**config.mk**
```make
export PLATFORM = sky130hd
export DESIGN_NAME = demo_gpio
export DESIGN_NICKNAME = d
export VERILOG_FILES = /design/src/rtl/demo_sys_pkg.sv /design/src/rtl/demo_gpio.sv
export SDC_FILE = /design/constraint.sdc
export NUM_CORES = 1
export LEC_CHECK = 0
export BUFFER_PORTS_ARGS = -buffer_cell sky130_fd_sc_hd__buf_4
export CORE_MARGIN = 1
export CORE_UTILIZATION = 35
export CTS_BUF_LIST = sky130_fd_sc_hd__clkbuf_16
export CTS_CLUSTER_DIAMETER = 80
export DETAILED_ROUTE_END_ITERATION = 7
export PLACE_DENSITY_LB_ADDON = 0.2
export SYNTH_ARGS = -nofsm -noshare
export SYNTH_HDL_FRONTEND = slang
export SYNTH_SLANG_ARGS = --single-unit
```
**constraint.sdc**
```tcl
create_clock -name clk_sys_i -period 1 [get_ports clk_sys_i]
set_input_delay 0.15 -clock clk_sys_i [delete_from_list [all_inputs] [get_ports clk_sys_i]]
set_output_delay 0.15 -clock clk_sys_i [all_outputs]
set_load 0.01 [all_outputs]
```
**src/rtl/demo_sys_pkg.sv**
```systemverilog
// memory map and register offsets for the demo system
// register blocks decode address bits 11:2 only, so accesses are word aligned
// regions must not overlap and each size must be a power of two

package demo_sys_pkg;

  // bus widths
  localparam int addr_width = 32;
  localparam int data_width = 32;
  localparam int be_width   = 4;

  // gpio pin counts
  localparam int gpi_width = 8;
  localparam int gpo_width = 16;

  // device index on the bus, also the decode priority order
  typedef enum int {
    ram,
    gpio,
    timer
  } bus_device_e;

  localparam int nr_devices = 3;

  // ram region, 64 KiB at zero
  localparam logic [addr_width-1:0] ram_start = 32'h00000000;
  localparam logic [addr_width-1:0] ram_size  = 32'h00010000;
  localparam logic [addr_width-1:0] ram_mask  = ~(ram_size - 1);

  // words of 32 bits
  localparam int ram_depth = 16384;

  // gpio region, 4 KiB
  localparam logic [addr_width-1:0] gpio_start = 32'h80000000;
  localparam logic [addr_width-1:0] gpio_size  = 32'h00001000;
  localparam logic [addr_width-1:0] gpio_mask  = ~(gpio_size - 1);

  // timer region, 4 KiB
  localparam logic [addr_width-1:0] timer_start = 32'h80002000;
  localparam logic [addr_width-1:0] timer_size  = 32'h00001000;
  localparam logic [addr_width-1:0] timer_mask  = ~(timer_size - 1);

  // gpio registers
  localparam logic [11:0] gpio_out_off = 12'h000;
  localparam logic [11:0] gpio_in_off  = 12'h004;

  // timer registers, mtime then mtimecmp, low half first
  localparam logic [11:0] timer_mtime_lo_off = 12'h000;
  localparam logic [11:0] timer_mtime_hi_off = 12'h004;
  localparam logic [11:0] timer_cmp_lo_off   = 12'h008;
  localparam logic [11:0] timer_cmp_hi_off   = 12'h00c;

endpackage
```
**src/rtl/demo_gpio.sv**
```systemverilog
// gpio with a byte writable output register and synchronized inputs
// inputs need 3 stable cycles before a read sees them
`timescale 1ns/1ps

module demo_gpio (
  input  logic                                clk_sys_i,
  input  logic                                rst_sys_ni,

  input  logic                                req_i,
  input  logic [demo_sys_pkg::addr_width-1:0] addr_i,
  input  logic                                we_i,
  input  logic [demo_sys_pkg::be_width-1:0]   be_i,
  input  logic [demo_sys_pkg::data_width-1:0] wdata_i,
  output logic                                rvalid_o,
  output logic [demo_sys_pkg::data_width-1:0] rdata_o,

  input  logic [demo_sys_pkg::gpi_width-1:0]  gp_i,
  output logic [demo_sys_pkg::gpo_width-1:0]  gp_o
);

  logic [demo_sys_pkg::gpi_width-1:0]  gp_meta_q;
  logic [demo_sys_pkg::gpi_width-1:0]  gp_sync_q;
  logic                                sel_out;
  logic                                sel_in;
  logic [demo_sys_pkg::data_width-1:0] rdata_d;

  // word decode inside the 4 KiB window
  assign sel_out = addr_i[11:2] == demo_sys_pkg::gpio_out_off[11:2];
  assign sel_in  = addr_i[11:2] == demo_sys_pkg::gpio_in_off[11:2];

  always_ff @(posedge clk_sys_i or negedge rst_sys_ni) begin
    if (!rst_sys_ni) begin
      gp_o      <= '0;
      gp_meta_q <= '0;
      gp_sync_q <= '0;
      rvalid_o  <= 1'b0;
    end else begin
      // 2-flop synchronizer
      gp_meta_q <= gp_i;
      gp_sync_q <= gp_meta_q;
      rvalid_o  <= req_i;
      // only the bytes that exist in gp_o
      if (req_i && we_i && sel_out) begin
        for (int b = 0; b < demo_sys_pkg::gpo_width / 8; b++) begin
          if (be_i[b]) begin
            gp_o[b*8 +: 8] <= wdata_i[b*8 +: 8];
          end
        end
      end
    end
  end

  // read mux, unknown offsets give zero
  always_comb begin
    rdata_d = '0;
    if (sel_out) begin
      rdata_d[demo_sys_pkg::gpo_width-1:0] = gp_o;
    end else if (sel_in) begin
      rdata_d[demo_sys_pkg::gpi_width-1:0] = gp_sync_q;
    end
  end

  always_ff @(posedge clk_sys_i) begin
    if (req_i && !we_i) begin
      rdata_o <= rdata_d;
    end
  end

endmodule

```
==> out/qor.csv <==
stage;metric;value;unit
place;RD Place Congestion;0.728;
setup_path;Worst Setup Start Kind;input pin;
die;# rows;26;
timing;Tmin final;1.49;ns
synthesis;ranking of synthesized cells by area;dfrtp_1 44%, edfxtp_1 26%, mux2_2 9.6%, buf_4 6.4%, mux2i_1 4.3%;
grt;initial antenna violation count;0;
setup_path;slowest cell on the critical path;or4_4;
place;port bufs;72;
worst_hold_path;Hold Crit Depth;2;
timing;Final Skew;0.00342;ns
synthesis;Synth Area per Inst;16.0;um^2
setup_path;r2r worst-path depth;3;
power_and_ir_drop;share of total power in combinational logic;0.079;
setup_path;slowest stage delay, CP;0.57;ns
detailed_routing;Pre-Repair DR Iteration Count;4;
timing;fin crit share;1.49;
die;Die Wd;75.2;um
die;Core ar.;5140;um^2
place;Placed Area;2520;um^2
die;num ports;129;
timing;max-slew violations;0;
grt;vias in the first global route;1224;
setup_path;WP data arrival;1.66;ns
synthesis;Yosys reg bits;49;
timing;Fin Hold WS;0.0861;ns
final_layout;fin nets;304;
setup_path;worst reg2reg path startpoint;gp_o[5];
power_and_ir_drop;switching share of total power;0.192;
setup_path;Critical Setup Path Class;input pin to flip-flop;
clock_network;Bufs on Longest Clock Path;2;
power_and_ir_drop;Clock power frac;0.448;
power_and_ir_drop;pwr/cell area;1490;nW/um^2
grt;largest net degree at the start of global routing;34;
clock_network;Clk Latency, worst-skew pair;0.28;ns
power_and_ir_drop;Max rail drop VDD;0.00118;V
detailed_routing;DR vias;1263;
setup_path;Setup crit end kind;flip-flop;
final_layout;layout cells sized above 1;0.582;
setup_path;CP Buf/Inv Count;2;
power_and_ir_drop;Int Power;3670;uW
synthesis;Distinct cells, synth;16;
final_layout;most frequent cells in the layout;78 x buf_4, 33 x dfrtp_1, 16 x mux2_4, 16 x conb_1, 16 x edfxtp_1;
run_status;failing checks;setup timing;
setup_path;crit path capture;gp_o[4];
detailed_routing;Post-DRT Antenna Nets;0;
detailed_routing;Avg WL per Cell;13.7;um
setup_path;Critical R2R Capture;rdata_o[5];
power_and_ir_drop;sequential share of power;0.473;
die;Initial Utilization;0.365;
final_layout;area delta synth->final;62.4;%
synthesis;Synth top area share;0.440;
grt;Tot GR Track Use;0.151;
synthesis;Yosys top cell by area;dfrtp_1;
die;area of the die;5660;um^2
worst_hold_path;Worst Hold Class;input pin to flip-flop;
setup_path;internal reg-to-reg setup slack;0;ns
detailed_routing;WL final;4030;um
die;die height;75.2;um
detailed_routing;mean number of vias per cell;4.28;
setup_path;CP cell instances;buf_6 > or4_4 > nor4_4 > buf_4 > mux2_4;
detailed_routing;DRC violations left;0;
final_layout;ANT cells;0;
timing;RSZ-0062 raised after global routing;yes;
power_and_ir_drop;Lkg Pwr;0.00145;uW
setup_path;Top Family by Delay on Critical Path;simple AND/OR/NAND/NOR gates;
setup_path;worst-path maximum fanout;4;
clock_network;Root Driver;clkbuf_16;
clock_network;H-tree depth;2;
clock_network;Num CTS Buffers;5;
clock_network;Clock Sinks;49;
final_layout;commonest non-fill, non-tap cell in the layout;buf_4;
setup_path;WP depth;5;
synthesis;Netlist Area Pre-Place;1880;um^2
place;post-DP HPWL;2780;um
grt;grt total ovfl;0;
timing;f_max;0.670;GHz
synthesis;Yosys warning total;0;
timing;Final Hold Fails;0;
setup_path;crit path launch;addr_i[3];
synthesis;Seq/Total Area, Yosys;0.696;
setup_path;CP required;1.17;ns
clock_network;TritonCTS clock tree;yes;
clock_network;clk slew on worst S/H paths;0.06;ns
timing;setup violators final;32;
final_layout;post-route cell area;3050;um^2
timing;setup slack after layout;-0.492;ns
run_status;outcome;finished, violations left;
run;max cap viols;0;
synthesis;Gate Count Post-Synth;117;
detailed_routing;Initial DRC Count;49;
grt;first-pass GRT wire length;5970;um
power_and_ir_drop;P_sw;872;uW
-- cell usage after synthesis (all sizes together) --
cell type  instances
nand4b             2
buf               16
nor2b              1
conb               1
or4                2
and2               8
nor4               3
mux2i              8
dfrtp             33
nor2               8
mux2              16
clkbuf             2
edfxtp            16
or3                1
-- stage by stage --
stage | worst slack [ns] | cells | TNS (ns) | utilization | power (uW)
finish | -0.492 | 295 | -13.05 | 0.593 | 4550
global route | -0.527 | 295 | -14.08 | 0.593 | 4720
CTS | -0.489 | 285 | -12.98 | 0.567 | 4590
detailed placement | -0.845 | 265 | -23.08 | 0.491 | 2510
global placement | -0.812 | 265 | -22.38 | 0.491 | 2500
floorplan | -0.704 | 132 | -20.00 | - | 2320
-- state kept, by name (all words and copies together), names as in the netlist --
register and count:
gp_o 16, gp_meta_q 8, rvalid_o 1, gp_sync_q 8
rdata_o 16
-- kinds of logic after synthesis --
logic type    Yosys count  synth area share
other cells             1           0.00200
simple gates           25            0.0953
buf+inv                18            0.0680
mux                    24             0.139
flops                  49             0.696
-- how the worst min path moves through the flow --
stage | start | to | slack [ns]
2_1_floorplan | rst_sys_ni | gp_meta_q[0] | -0.15
3_3_place_gp | rst_sys_ni | gp_o[5] | 0.10
3_5_place_dp | rst_sys_ni | gp_o[5] | 0.11
4_1_cts | req_i | rvalid_o | 0.08
5_1_grt | req_i | rvalid_o | 0.09
6_report | req_i | rvalid_o | 0.09
-- power by group through the flow --
stage / clock network [uW] / registers, uW / logic [uW]
2_1_floorplan: 0 / 2200 / 123
3_3_place_gp: 0 / 2190 / 310
3_5_place_dp: 0 / 2190 / 318
4_1_cts: 2090 / 2150 / 357
5_1_grt: 2170 / 2150 / 393
6_report: 2040 / 2150 / 361
-- final cells by class --
| class | instances | area (um^2) |
|---|---|---|
| fill | 425 | 2090 |
| sequential | 49 | 1310 |
| timing repair buffer | 103 | 865 |
| multi-input combinational | 65 | 601 |
| clock buffer | 6 | 150 |
| tap | 70 | 87.6 |
| clock inverter | 2 | 38.8 |
-- metal layers --
metal / track usage / vias up / share of wire
met1: 0.166 / 616 / 0.38
met2: 0.272 / 53 / 0.56
met5: 0 / - / 0
met3: 0.0415 / 4 / 0.048
met4: 0.0700 / 0 / 0.013
li1: - / 590 / -
-- timing repair --
action                     in CTS  in global routing
setup buffers                   3                 10
hold endpoints to repair       41                  0
setup endpoints to repair      34                 50
hold buffers                    9                  0
gates cloned                    0                  0
gates resized for setup        23                 17
pin swaps                      11                  1
Note: power is estimated with default switching activity, not from simulation.
