**config.mk**
```make
export PLATFORM = sky130hd
export DESIGN_NAME = demo_bus
export DESIGN_NICKNAME = d
export VERILOG_FILES = /design/src/rtl/demo_sys_pkg.sv /design/src/rtl/demo_bus.sv
export SDC_FILE = /design/constraint.sdc
export NUM_CORES = 1
export LEC_CHECK = 0
export BUFFER_PORTS_ARGS = -buffer_cell sky130_fd_sc_hd__buf_4
export CAP_MARGIN = 20
export CORE_AREA = 2 2 108 110
export CTS_BUF_LIST = sky130_fd_sc_hd__clkbuf_16
export DETAILED_ROUTE_END_ITERATION = 8
export DIE_AREA = 0 0 110 112
export GPL_TIMING_DRIVEN = 1
export PLACE_DENSITY = 0.51
export SKIP_LAST_GASP = 1
export SLEW_MARGIN = 25
export SYNTH_ARGS = -nofsm -noshare
export SYNTH_HDL_FRONTEND = slang
export SYNTH_SLANG_ARGS = --single-unit
```
**constraint.sdc**
```tcl
create_clock -name clk_sys_i -period 5.9 [get_ports clk_sys_i]
set_input_delay 1.18 -clock clk_sys_i [delete_from_list [all_inputs] [get_ports clk_sys_i]]
set_output_delay 1.18 -clock clk_sys_i [all_outputs]
set_load 0.01 [all_outputs]
```
**src/rtl/demo_sys_pkg.sv**
```systemverilog
// memory map and register offsets for the demo system
// register blocks decode address bits 11:2 only, so accesses are word aligned
// regions must not overlap and each size must be a power of two

package demo_sys_pkg;

  // bus widths
  localparam int addr_width = 32;
  localparam int data_width = 32;
  localparam int be_width   = 4;

  // gpio pin counts
  localparam int gpi_width = 8;
  localparam int gpo_width = 16;

  // device index on the bus, also the decode priority order
  typedef enum int {
    ram,
    gpio,
    timer
  } bus_device_e;

  localparam int nr_devices = 3;

  // ram region, 64 KiB at zero
  localparam logic [addr_width-1:0] ram_start = 32'h00000000;
  localparam logic [addr_width-1:0] ram_size  = 32'h00010000;
  localparam logic [addr_width-1:0] ram_mask  = ~(ram_size - 1);

  // words of 32 bits
  localparam int ram_depth = 16384;

  // gpio region, 4 KiB
  localparam logic [addr_width-1:0] gpio_start = 32'h80000000;
  localparam logic [addr_width-1:0] gpio_size  = 32'h00001000;
  localparam logic [addr_width-1:0] gpio_mask  = ~(gpio_size - 1);

  // timer region, 4 KiB
  localparam logic [addr_width-1:0] timer_start = 32'h80002000;
  localparam logic [addr_width-1:0] timer_size  = 32'h00001000;
  localparam logic [addr_width-1:0] timer_mask  = ~(timer_size - 1);

  // gpio registers
  localparam logic [11:0] gpio_out_off = 12'h000;
  localparam logic [11:0] gpio_in_off  = 12'h004;

  // timer registers, mtime then mtimecmp, low half first
  localparam logic [11:0] timer_mtime_lo_off = 12'h000;
  localparam logic [11:0] timer_mtime_hi_off = 12'h004;
  localparam logic [11:0] timer_cmp_lo_off   = 12'h008;
  localparam logic [11:0] timer_cmp_hi_off   = 12'h00c;

endpackage
```
**src/rtl/demo_bus.sv**
```systemverilog
// single host bus that grants every request in the cycle it is made
// devices must answer exactly one cycle after their req
// unmapped addresses get an err response from the bus itself
`timescale 1ns/1ps

module demo_bus (
  input  logic                                clk_sys_i,
  input  logic                                rst_sys_ni,

  input  logic                                host_req_i,
  input  logic [demo_sys_pkg::addr_width-1:0] host_addr_i,
  input  logic                                host_we_i,
  input  logic [demo_sys_pkg::be_width-1:0]   host_be_i,
  input  logic [demo_sys_pkg::data_width-1:0] host_wdata_i,
  output logic                                host_gnt_o,
  output logic                                host_rvalid_o,
  output logic [demo_sys_pkg::data_width-1:0] host_rdata_o,
  output logic                                host_err_o,

  output logic                                dev_req_o    [demo_sys_pkg::nr_devices],
  output logic [demo_sys_pkg::addr_width-1:0] dev_addr_o,
  output logic                                dev_we_o,
  output logic [demo_sys_pkg::be_width-1:0]   dev_be_o,
  output logic [demo_sys_pkg::data_width-1:0] dev_wdata_o,
  input  logic                                dev_rvalid_i [demo_sys_pkg::nr_devices],
  input  logic [demo_sys_pkg::data_width-1:0] dev_rdata_i  [demo_sys_pkg::nr_devices]
);

  logic [demo_sys_pkg::nr_devices-1:0] hit;
  logic [demo_sys_pkg::nr_devices-1:0] dev_req_vec;
  logic                                sel_hit;
  demo_sys_pkg::bus_device_e           sel_idx;

  // one stage of response routing state
  logic                      dev_q;
  logic                      err_q;
  logic                      we_q;
  demo_sys_pkg::bus_device_e idx_q;

  // region match per device
  assign hit[demo_sys_pkg::ram] =
      (host_addr_i & demo_sys_pkg::ram_mask) == demo_sys_pkg::ram_start;
  assign hit[demo_sys_pkg::gpio] =
      (host_addr_i & demo_sys_pkg::gpio_mask) == demo_sys_pkg::gpio_start;
  assign hit[demo_sys_pkg::timer] =
      (host_addr_i & demo_sys_pkg::timer_mask) == demo_sys_pkg::timer_start;

  // index of the lowest matching device for response routing
  always_comb begin
    sel_hit = 1'b0;
    sel_idx = demo_sys_pkg::ram;
    for (int i = demo_sys_pkg::nr_devices - 1; i >= 0; i--) begin
      if (hit[i]) begin
        sel_hit = 1'b1;
        sel_idx = demo_sys_pkg::bus_device_e'(i);
      end
    end
  end

  // no back-pressure and no second host
  assign host_gnt_o = host_req_i;

  // shared request payload
  assign dev_addr_o  = host_addr_i;
  assign dev_we_o    = host_we_i;
  assign dev_be_o    = host_be_i;
  assign dev_wdata_o = host_wdata_i;

  for (genvar i = 0; i < demo_sys_pkg::nr_devices; i++) begin : g_dev
    // request goes to every region that matches
    assign dev_req_vec[i] = host_req_i && hit[i];
    assign dev_req_o[i]   = dev_req_vec[i];

    // a device answers only what it was asked one cycle before
    a_rvalid_after_req: assert property (
      @(posedge clk_sys_i) disable iff (!rst_sys_ni)
      dev_rvalid_i[i] |-> $past(dev_req_vec[i])
    ) else $error("device %0d rvalid without request", i);
  end

  // remember who answers next cycle
  always_ff @(posedge clk_sys_i or negedge rst_sys_ni) begin
    if (!rst_sys_ni) begin
      dev_q <= 1'b0;
      err_q <= 1'b0;
      we_q  <= 1'b0;
      idx_q <= demo_sys_pkg::ram;
    end else begin
      dev_q <= host_req_i && sel_hit;
      err_q <= host_req_i && !sel_hit;
      we_q  <= host_we_i;
      if (host_req_i && sel_hit) begin
        idx_q <= sel_idx;
      end
    end
  end

  // the bus makes the error response and routes the rest from the device
  assign host_rvalid_o = err_q || (dev_q && dev_rvalid_i[idx_q]);
  assign host_err_o    = err_q;
  // writes return zero data
  assign host_rdata_o  = (dev_q && !we_q) ? dev_rdata_i[idx_q] : '0;

  a_dev_req_onehot: assert property (
    @(posedge clk_sys_i) disable iff (!rst_sys_ni)
    $onehot0(dev_req_vec)
  ) else $error("more than one device selected");

endmodule

```
==> metrics.txt <==
status completed; CTS H-tree lvls 1; final hold vios 0; # rows 39; Final HPWL DP roughly 5000 um; most frequent cells in the layout 184 x buf_4, 68 x nor2_1, 33 x mux2i_1, 32 x a21oi_1; Worst Hold Class input port to async pin; GRT Total Usage a little under a tenth; clk sinks 5; Synth cell types 21; Setup Skew 0 ns; global-route wire length before repair roughly 8900 um; critical path class input port to output port; startpoint types input port; Post-DRT Antenna Nets 0; nets@finish approximately 520; commonest non-fill, non-tap cell in the layout buf_4; P&R area growth vs syn 66.4%; Worst Max-Slew Pin Slew approximately 0.74 ns; max-slew headroom at the worst pin about half; die footprint 12300 sq um; Core Region between 10000 and 15000 sq um; worst skew pair latency roughly 0.22 ns; yosys warns 0; Req. time, crit path about 4.7 ns; syn_nets between 400 and 500; post-CTS setup buffer count 0; initial antenna violation count 0; #FFs+latches synth 5; Slew Limit Fails 0; Via-to-Cell Ratio roughly 4; CTS resizes 0; sequential fraction of the synthesis area under 10%; Setup TNS 0 ns; Crit Path Max Fanout 5; Placed Cells 486; Post-CTS Hold Buffers 0; setup slack, reg-to-reg 4.77 ns; final non-filler cell total roughly 500; GR peak layer met2; Avg Cell Area, Syn around 6.6 sq um; Final period util between 70 and 80%; Longest Clk Path Bufs 2; drt pass-1 iters 4; Post-Place Worst Slack 1.62 ns; Final setup viols 0; Final Critical Period between 4 and 5 ns; number of global-route vias before repair roughly 1800; Worst Path Arrival between 3 and 4 ns; DR iter-0 viols 31; Synth Instances between 200 and 250; I/O Buffers approximately 180; largest net degree at the start of global routing 36; Die Span X roughly 110 um; Power Density between 90 and 100 nW/um^2; Clock Pin Slew Worst Setup and Hold Paths about 0.03 ns; Static Leak approximately 1.3 nW; Root Driver clkbuf_16; TritonCTS clock tree yes; GRT overflow 0; RePlAce Congestion ~0.74; met2 global-route usage between 10% and 20%; DRC 0; GRT met1 Usage around a tenth; Initial Util approximately 14%; Max Clock Freq 0.234 GHz; Die Y 112 um; final worst setup slack between 1.5 and 2 ns; routed vias between 1500 and 2000; I/O pins 278; RSZ-0062 raised after global routing no; crit end category output port; max_cap viols 0; layout cell share with drive strength beyond 1 between 50% and 60%; Global Route met3 Usage under 10%; DRT Wirelength 6180 um; TritonCTS buffer count 3; Mapped Area roughly 1600 sq um; total power draw about 0.25 mW; Antenna diodes 0; VDD IR max around 0.079 mV; WL/cell roughly 13 um
[registers in the layout, indices dropped and copies added (netlist names)]
name,cells
host_err_o,1
idx_q,2
we_q,1
dev_q,1
[stage by stage]
stage	cell area (sq um)	util (%)	hold WS (ns)
global route	2670	23.8	0.751
detailed placement	2580	23.1	0.866
global placement	2580	23.1	0.867
finish	2670	23.8	0.749
CTS	2660	23.8	0.752
floorplan	1600	-	0.870
[cell type report]
class | instances | area [sq um]
repair buffers | 184 | 1380
fillers | 1259 | 8510
clock buffers | 3 | 75.1
well taps | 143 | 179
inverters | 1 | 3.75
clock inverters | 1 | 3.75
multi-input cells | 153 | 893
flip-flops and latches | 5 | 129
[Yosys cell counts]
cell / count / share of area (%)
a21boi_0: 1 / 0.47
a21o_1: 1 / 0.47
a21oi_1: 32 / 10
buf_1: 3 / 0.70
buf_4: 70 / 33
clkbuf_1: 12 / 2.8
dfrtp_1: 5 / 7.8
inv_1: 1 / 0.23
mux2i_1: 33 / 21
nand2_1: 1 / 0.23
nand2b_1: 2 / 0.78
nor2_1: 68 / 16
nor2b_1: 1 / 0.39
nor3_1: 1 / 0.31
nor4_1: 1 / 0.39
o21ai_0: 2 / 0.63
o21ai_1: 3 / 0.94
o31a_1: 1 / 0.55
or4_1: 1 / 0.47
or4_4: 4 / 2.8
or4b_1: 1 / 0.63
[worst paths after layout]
check                                 from           end  depth (start not counted)
max in group asynchronous       rst_sys_ni      idx_q[1]                          1
max reg2reg                       idx_q[1]      idx_q[1]                          2
min in group clk_sys_i            idx_q[0]      idx_q[0]                          3
min reg2reg                       idx_q[0]      idx_q[0]                          3
min                             rst_sys_ni          we_q                          1
max                        host_addr_i[17]  dev_req_o[0]                          6
[power breakdown]
part	switching [mW]	internal, mW
Sequential	0.000282	0.0352
Combinational	0.0329	0.0712
Clock	0.0204	0.0876
Total	0.0536	0.194
[cell families after synthesis]
kind of cell           Yosys count  share of synthesized area, %
AO/OA/AOI/OAI                   40                          13.0
buffers and inverters           86                          36.6
multiplexers                    33                          20.6
flip-flops                       5                          7.81
AND/OR/NAND/NOR                 80                          22.0
[layer usage]
| layer | wire length (um) | part of all wire (%) | vias up |
|---|---|---|---|
| li1 | - | - | 946 |
| met1 | 2190 | 35 | 831 |
| met2 | 3120 | 50 | 138 |
| met3 | 661 | 11 | 29 |
| met4 | 212 | 3.4 | 0 |
| met5 | 0 | 0 | - |
[worst max-delay path, stage by stage]
cell	delay [ns]
buf_4	0.11
or4_1	0.54
or4_4	0.57
or4_4	0.45
nor2_1	0.11
buf_4	0.13
Power figures use the tool's default switching activity.
