[src/rtl/demo_sys_pkg.sv]
// memory map and register offsets for the demo system
// register blocks decode address bits 11:2 only, so accesses are word aligned
// regions must not overlap and each size must be a power of two

package demo_sys_pkg;

  // bus widths
  localparam int addr_width = 32;
  localparam int data_width = 32;
  localparam int be_width   = 4;

  // gpio pin counts
  localparam int gpi_width = 8;
  localparam int gpo_width = 16;

  // device index on the bus, also the decode priority order
  typedef enum int {
    ram,
    gpio,
    timer
  } bus_device_e;

  localparam int nr_devices = 3;

  // ram region, 64 KiB at zero
  localparam logic [addr_width-1:0] ram_start = 32'h00000000;
  localparam logic [addr_width-1:0] ram_size  = 32'h00010000;
  localparam logic [addr_width-1:0] ram_mask  = ~(ram_size - 1);

  // words of 32 bits
  localparam int ram_depth = 16384;

  // gpio region, 4 KiB
  localparam logic [addr_width-1:0] gpio_start = 32'h80000000;
  localparam logic [addr_width-1:0] gpio_size  = 32'h00001000;
  localparam logic [addr_width-1:0] gpio_mask  = ~(gpio_size - 1);

  // timer region, 4 KiB
  localparam logic [addr_width-1:0] timer_start = 32'h80002000;
  localparam logic [addr_width-1:0] timer_size  = 32'h00001000;
  localparam logic [addr_width-1:0] timer_mask  = ~(timer_size - 1);

  // gpio registers
  localparam logic [11:0] gpio_out_off = 12'h000;
  localparam logic [11:0] gpio_in_off  = 12'h004;

  // timer registers, mtime then mtimecmp, low half first
  localparam logic [11:0] timer_mtime_lo_off = 12'h000;
  localparam logic [11:0] timer_mtime_hi_off = 12'h004;
  localparam logic [11:0] timer_cmp_lo_off   = 12'h008;
  localparam logic [11:0] timer_cmp_hi_off   = 12'h00c;

endpackage
[src/rtl/demo_timer.sv]
// 64-bit mtime counting every clock, mtimecmp and a level interrupt
// software writing mtime should write one half at a time, low first
// irq follows the compare one cycle late
`timescale 1ns/1ps

module demo_timer (
  input  logic                                clk_sys_i,
  input  logic                                rst_sys_ni,

  input  logic                                req_i,
  input  logic [demo_sys_pkg::addr_width-1:0] addr_i,
  input  logic                                we_i,
  input  logic [demo_sys_pkg::be_width-1:0]   be_i,
  input  logic [demo_sys_pkg::data_width-1:0] wdata_i,
  output logic                                rvalid_o,
  output logic [demo_sys_pkg::data_width-1:0] rdata_o,

  output logic                                timer_irq_o
);

  logic [63:0]                         mtime_q;
  logic [63:0]                         mtimecmp_q;
  logic                                wr;
  logic                                wr_mtime_lo;
  logic                                wr_mtime_hi;
  logic                                wr_cmp_lo;
  logic                                wr_cmp_hi;
  logic [demo_sys_pkg::data_width-1:0] rdata_d;

  assign wr = req_i && we_i;

  // register select by word offset
  assign wr_mtime_lo = wr && (addr_i[11:2] == demo_sys_pkg::timer_mtime_lo_off[11:2]);
  assign wr_mtime_hi = wr && (addr_i[11:2] == demo_sys_pkg::timer_mtime_hi_off[11:2]);
  assign wr_cmp_lo   = wr && (addr_i[11:2] == demo_sys_pkg::timer_cmp_lo_off[11:2]);
  assign wr_cmp_hi   = wr && (addr_i[11:2] == demo_sys_pkg::timer_cmp_hi_off[11:2]);

  always_ff @(posedge clk_sys_i or negedge rst_sys_ni) begin
    if (!rst_sys_ni) begin
      mtime_q     <= '0;
      // all ones keeps the irq low until software sets a compare
      mtimecmp_q  <= '1;
      timer_irq_o <= 1'b0;
      rvalid_o    <= 1'b0;
    end else begin
      rvalid_o    <= req_i;
      timer_irq_o <= mtime_q >= mtimecmp_q;
      // a write stalls the count for that cycle
      if (wr_mtime_lo) begin
        mtime_q[31:0] <= wdata_i;
      end else if (wr_mtime_hi) begin
        mtime_q[63:32] <= wdata_i;
      end else begin
        mtime_q <= mtime_q + 64'd1;
      end
      // compare halves take byte enables
      for (int b = 0; b < demo_sys_pkg::be_width; b++) begin
        if (wr_cmp_lo && be_i[b]) begin
          mtimecmp_q[b*8 +: 8] <= wdata_i[b*8 +: 8];
        end
        if (wr_cmp_hi && be_i[b]) begin
          mtimecmp_q[32 + b*8 +: 8] <= wdata_i[b*8 +: 8];
        end
      end
    end
  end

  // read mux, unknown offsets read zero
  always_comb begin
    rdata_d = '0;
    case (addr_i[11:2])
      demo_sys_pkg::timer_mtime_lo_off[11:2]: rdata_d = mtime_q[31:0];
      demo_sys_pkg::timer_mtime_hi_off[11:2]: rdata_d = mtime_q[63:32];
      demo_sys_pkg::timer_cmp_lo_off[11:2]:   rdata_d = mtimecmp_q[31:0];
      demo_sys_pkg::timer_cmp_hi_off[11:2]:   rdata_d = mtimecmp_q[63:32];
      default:                                rdata_d = '0;
    endcase
  end

  always_ff @(posedge clk_sys_i) begin
    if (req_i && !we_i) begin
      rdata_o <= rdata_d;
    end
  end

  a_mtime_monotonic: assert property (
    @(posedge clk_sys_i) disable iff (!rst_sys_ni)
    !$past(wr_mtime_lo || wr_mtime_hi) |-> (mtime_q >= $past(mtime_q))
  ) else $error("mtime went backwards without a write");

endmodule

[config.mk]
export PLATFORM = sky130hd
export DESIGN_NAME = demo_timer
export DESIGN_NICKNAME = d
export VERILOG_FILES = /design/src/rtl/demo_sys_pkg.sv /design/src/rtl/demo_timer.sv
export SDC_FILE = /design/constraint.sdc
export NUM_CORES = 1
export LEC_CHECK = 0
export ABC_AREA = 1
export BUFFER_PORTS_ARGS = -buffer_cell sky130_fd_sc_hd__buf_2
export CORE_MARGIN = 2
export CORE_UTILIZATION = 45
export DETAILED_ROUTE_END_ITERATION = 16
export GPL_TIMING_DRIVEN = 0
export HOLD_SLACK_MARGIN = 0.15
export SYNTH_ARGS = -nofsm -noshare
export SYNTH_HDL_FRONTEND = slang
export SYNTH_SLANG_ARGS = --single-unit
export TNS_END_PERCENT = 5
[constraint.sdc]
create_clock -name clk_sys_i -period 2.3 [get_ports clk_sys_i]
set_input_delay 0.23 -clock clk_sys_i [delete_from_list [all_inputs] [get_ports clk_sys_i]]
set_output_delay 0.23 -clock clk_sys_i [all_outputs]
set_load 0.03 [all_outputs]
==> impl_metrics.py <==
metrics = {
    "run_status": {
        "outcome": "finished with violations",
        "violations": "setup timing",
    },
    "yosys": {
        "muxShareOfSynthArea_pct": 0,
        "syn_inst": 1416,
        "seq_area_frac_synth_pct": 40.2,
        "synth.ff_latch_count": 162,
        "yosys.area_share.simple_pct": 25.1,
        "yosysUniqueCellTypes": 36,
        "synth_top_area_share_pct": 15.7,
        "synthXorXnorAreaFrac_pct": 1.64,
        "synth_nets": 1553,
        "synthFlopType": "dfrtp_1",
        "async_reset_ff_share_pct": 80.2,
        "yosysTopAreaCell": "dfstp_2",
        "synth_compound_area_share_pct": 15.1,
        "synth_top_family_by_area": "simple AND/OR/NAND/NOR gates",
        "syn-cell-area_um2": 10700,
        "synth_fa_ha_area_share_pct": 7.61,
        "yosys_warnings": 0,
        "syn_area_per_cell_um2": 7.54,
        "synth_edf_count": 32,
        "synthTopCellsByCount": "nand2_1 (325), inv_1 (242), nor2_1 (99)",
        "synth.area.top_cells": "dfstp_2 (16%), dfrtp_1 (15%), nand2_1 (11%), edfxtp_1 (9.0%), inv_1 (8.5%)",
        "yosysMostFrequentCell": "nand2_1",
    },
    "drt": {
        "post_drt_wl_per_cell_um": 22.7,
        "drt-pass1-iter-count": 5,
        "drt_iter0_drc": 1185,
        "antenna_left": 0,
        "finalWirelength_um": 42800,
        "vias_per_cell": 5.65,
        "remaining_drc_errors": 0,
        "vias": 10661,
    },
    "setup_path": {
        "r2r_cells": 7,
        "crit_fanout": 5,
        "rrSetupSlack_ps": -10,
        "rr_startpoint": "mtime_q[31]",
        "crit_arrival_ps": 2650,
        "r2r-end": "mtime_q[59]",
        "crit_required_ps": 2640,
        "path_class": "flip-flop to flip-flop",
        "crit_path_start_kind": "flip-flop",
        "cp-end-kind": "flip-flop",
    },
    "sta": {
        "period_share_pct": 100,
        "maxSlewHeadroom_pct": 26.1,
        "fmax_mhz": 433,
        "worst_slew_pin_slew_ps": 1110,
        "fin_crit_ps": 2310,
        "setup_viol": 1,
        "finalMaxSlewViolations": 0,
        "hold_viol": 0,
        "holdWs_ps": 143,
        "clock-skew-final_ps": 14.3,
        "grt_setup_unrepaired": "true",
        "worst_slack_ps": -10.0,
    },
    "placed_design": {
        "dp_hpwl_um": 32700,
        "placed_area_um2": 11600,
        "gp_congestion": 1.06,
        "post-place-ws_ps": -256,
        "port_buffers": 83,
        "dp.cells": 1820,
    },
    "cts": {
        "cts_buffers": 17,
        "root_buffer": "clkbuf_16",
        "h-tree-depth": 4,
        "insertion_delay_ps": 450,
        "cts_buffer_depth": 2,
        "numClockSinks": 162,
        "cts_tree": "yes",
        "clkSlewWorstSetupHoldPaths_ps": 70,
    },
    "final_layout": {
        "finalNonFillerCells": 1886,
        "num_antenna_cells": 0,
        "seq_area_um2": 4300,
        "multi_input_area_um2": 5410,
        "fill_cells": 2331,
        "final_nets": 1691,
        "finalInstanceArea_um2": 12600,
        "area_growth_pct": 17.9,
        "layout-drive-gt1-share_pct": 18.1,
    },
    "worst_hold_path": {
        "hold_class": "primary input to flip-flop",
        "holdPathEnd": "mtimecmp_q[31]",
        "whs_path_depth": 3,
        "hp-start": "wdata_i[31]",
    },
    "die": {
        "dieArea_um2": 25000,
        "die_h_um": 158,
        "start_util_pct": 45.6,
        "fp.dieW_um": 158,
        "ios": 106,
        "fp-row-count": 56,
        "core_area_um2": 23400,
    },
    "global_routing": {
        "grt_max_degree": 72,
        "grt_pass1_vias": 10193,
        "grt_pass1_wl_um": 63700,
        "grt_use_total_pct": 35.3,
        "overflow": 0,
        "antenna_found_initial": 0,
    },
    "power": {
        "p_total_w": 0.00696,
        "power_density_nw_per_um2": 553,
        "irDropWorstVdd_mv": 0.349,
        "leakage_nw": 5.33,
    },
    "job": {
        "cap_violations": 0,
    },
}
[kinds of logic (layout without fill, tap and decap cells)]
group,Yosys count,after routing
xor gates and xnor gates,20,20
AOI/OAI and AO/OA,276,276
adders and majority gates,65,65
buffers and inverters,283,434
DFF,162,162
and+or+nand+nor,610,610
[worst max-delay path, cell delays in order (launching register included)]
cell     delay [ps]
dfrtp_1         430
nand2_1         170
nor2_1          530
nand2_1         250
nor3_2          410
nand4_1         230
nand3_1         130
nand2_1          50
[worst max path at each step]
| stage | start | endpoint | depth (start not counted) |
|---|---|---|---|
| 2_1_floorplan | req_i | rdata_o[0] | 2 |
| 3_3_place_gp | req_i | rdata_o[16] | 3 |
| 3_5_place_dp | mtime_q[35] | mtime_q[59] | 7 |
| 4_1_cts | mtime_q[1] | mtime_q[40] | 10 |
| 5_1_grt | mtime_q[31] | mtime_q[59] | 7 |
| 6_report | mtime_q[31] | mtime_q[59] | 7 |
[power by group]
| part | switching (W) | internal (W) | leakage (nW) | total [W] |
|---|---|---|---|---|
| clock network | 0.00133 | 0.00154 | 0.268 | 0.00287 |
| registers | 0.000131 | 0.00303 | 1.86 | 0.00317 |
| logic | 0.000584 | 0.000337 | 3.20 | 0.000921 |
| total | 0.00205 | 0.00491 | 5.33 | 0.00696 |
[flip-flops by register name, indices dropped and copies added, names as in the netlist]
name / flops
rvalid_o: 1
timer_irq_o: 1
mtimecmp_q: 64
rdata_o: 32
mtime_q: 64
[layout by cell type, fill, tap and decap left out, types with 4 or more instances in the layout]
cell           instances
a21o_1                 4
a21oi_1               45
nor2_2                 7
inv_1                241
buf_2                101
o21ai_1               28
o22ai_1               85
nand3_1               77
o21ai_0               77
nor2_4                13
dlygate4sd3_1         33
or2_2                 28
dfstp_2               64
clkbuf_16             17
xor2_1                18
nand2_1              321
nand2_2               15
edfxtp_1              32
clkinv_4               4
o221ai_1              19
nor3_2                 5
nor2_1                86
o211ai_1              15
nand3_2                4
nand4_1               28
clkbuf_1              17
inv_6                  4
ha_1                  65
dfrtp_1               63
nor3_1                20
[layer usage]
| metal | GRT usage [%] | vias up | part of all wire, % |
|---|---|---|---|
| li1 | - | 4994 | - |
| met3 | 6.38 | 92 | 8.2 |
| met4 | 12.0 | 0 | 3.5 |
| met5 | 0 | - | 0 |
| met2 | 57.2 | 478 | 46 |
| met1 | 47.7 | 5097 | 43 |
[layout make-up]
class,instances,share of cell area (%)
Tap cell,319,3.17
Buffer,38,1.44
Timing Repair Buffer,119,6.47
Multi-Input combinational cell,971,43.0
Clock inverter,12,0.974
Inverter,245,7.30
Clock buffer,20,3.55
Sequential cell,162,34.1
[metrics by stage]
step | setup TNS (ps) | utilization (%)
6_report | -10.0 | 53.8
5_1_grt | -57.9 | 53.8
4_1_cts | -55.4 | 53.5
3_5_place_dp | -4960 | 49.4
3_3_place_gp | -106400 | 49.1
2_1_floorplan | 0 | -
[what timing repair did]
item / CTS / global route
hold buffers: 33 / 0
gates resized for setup: 18 / 17
buffers inserted: 0 / 1
setup endpoints to repair: 26 / 31
hold endpoints to repair: 109 / 0
pin swaps: 0 / 2
Power figures use the tool's default switching activity.
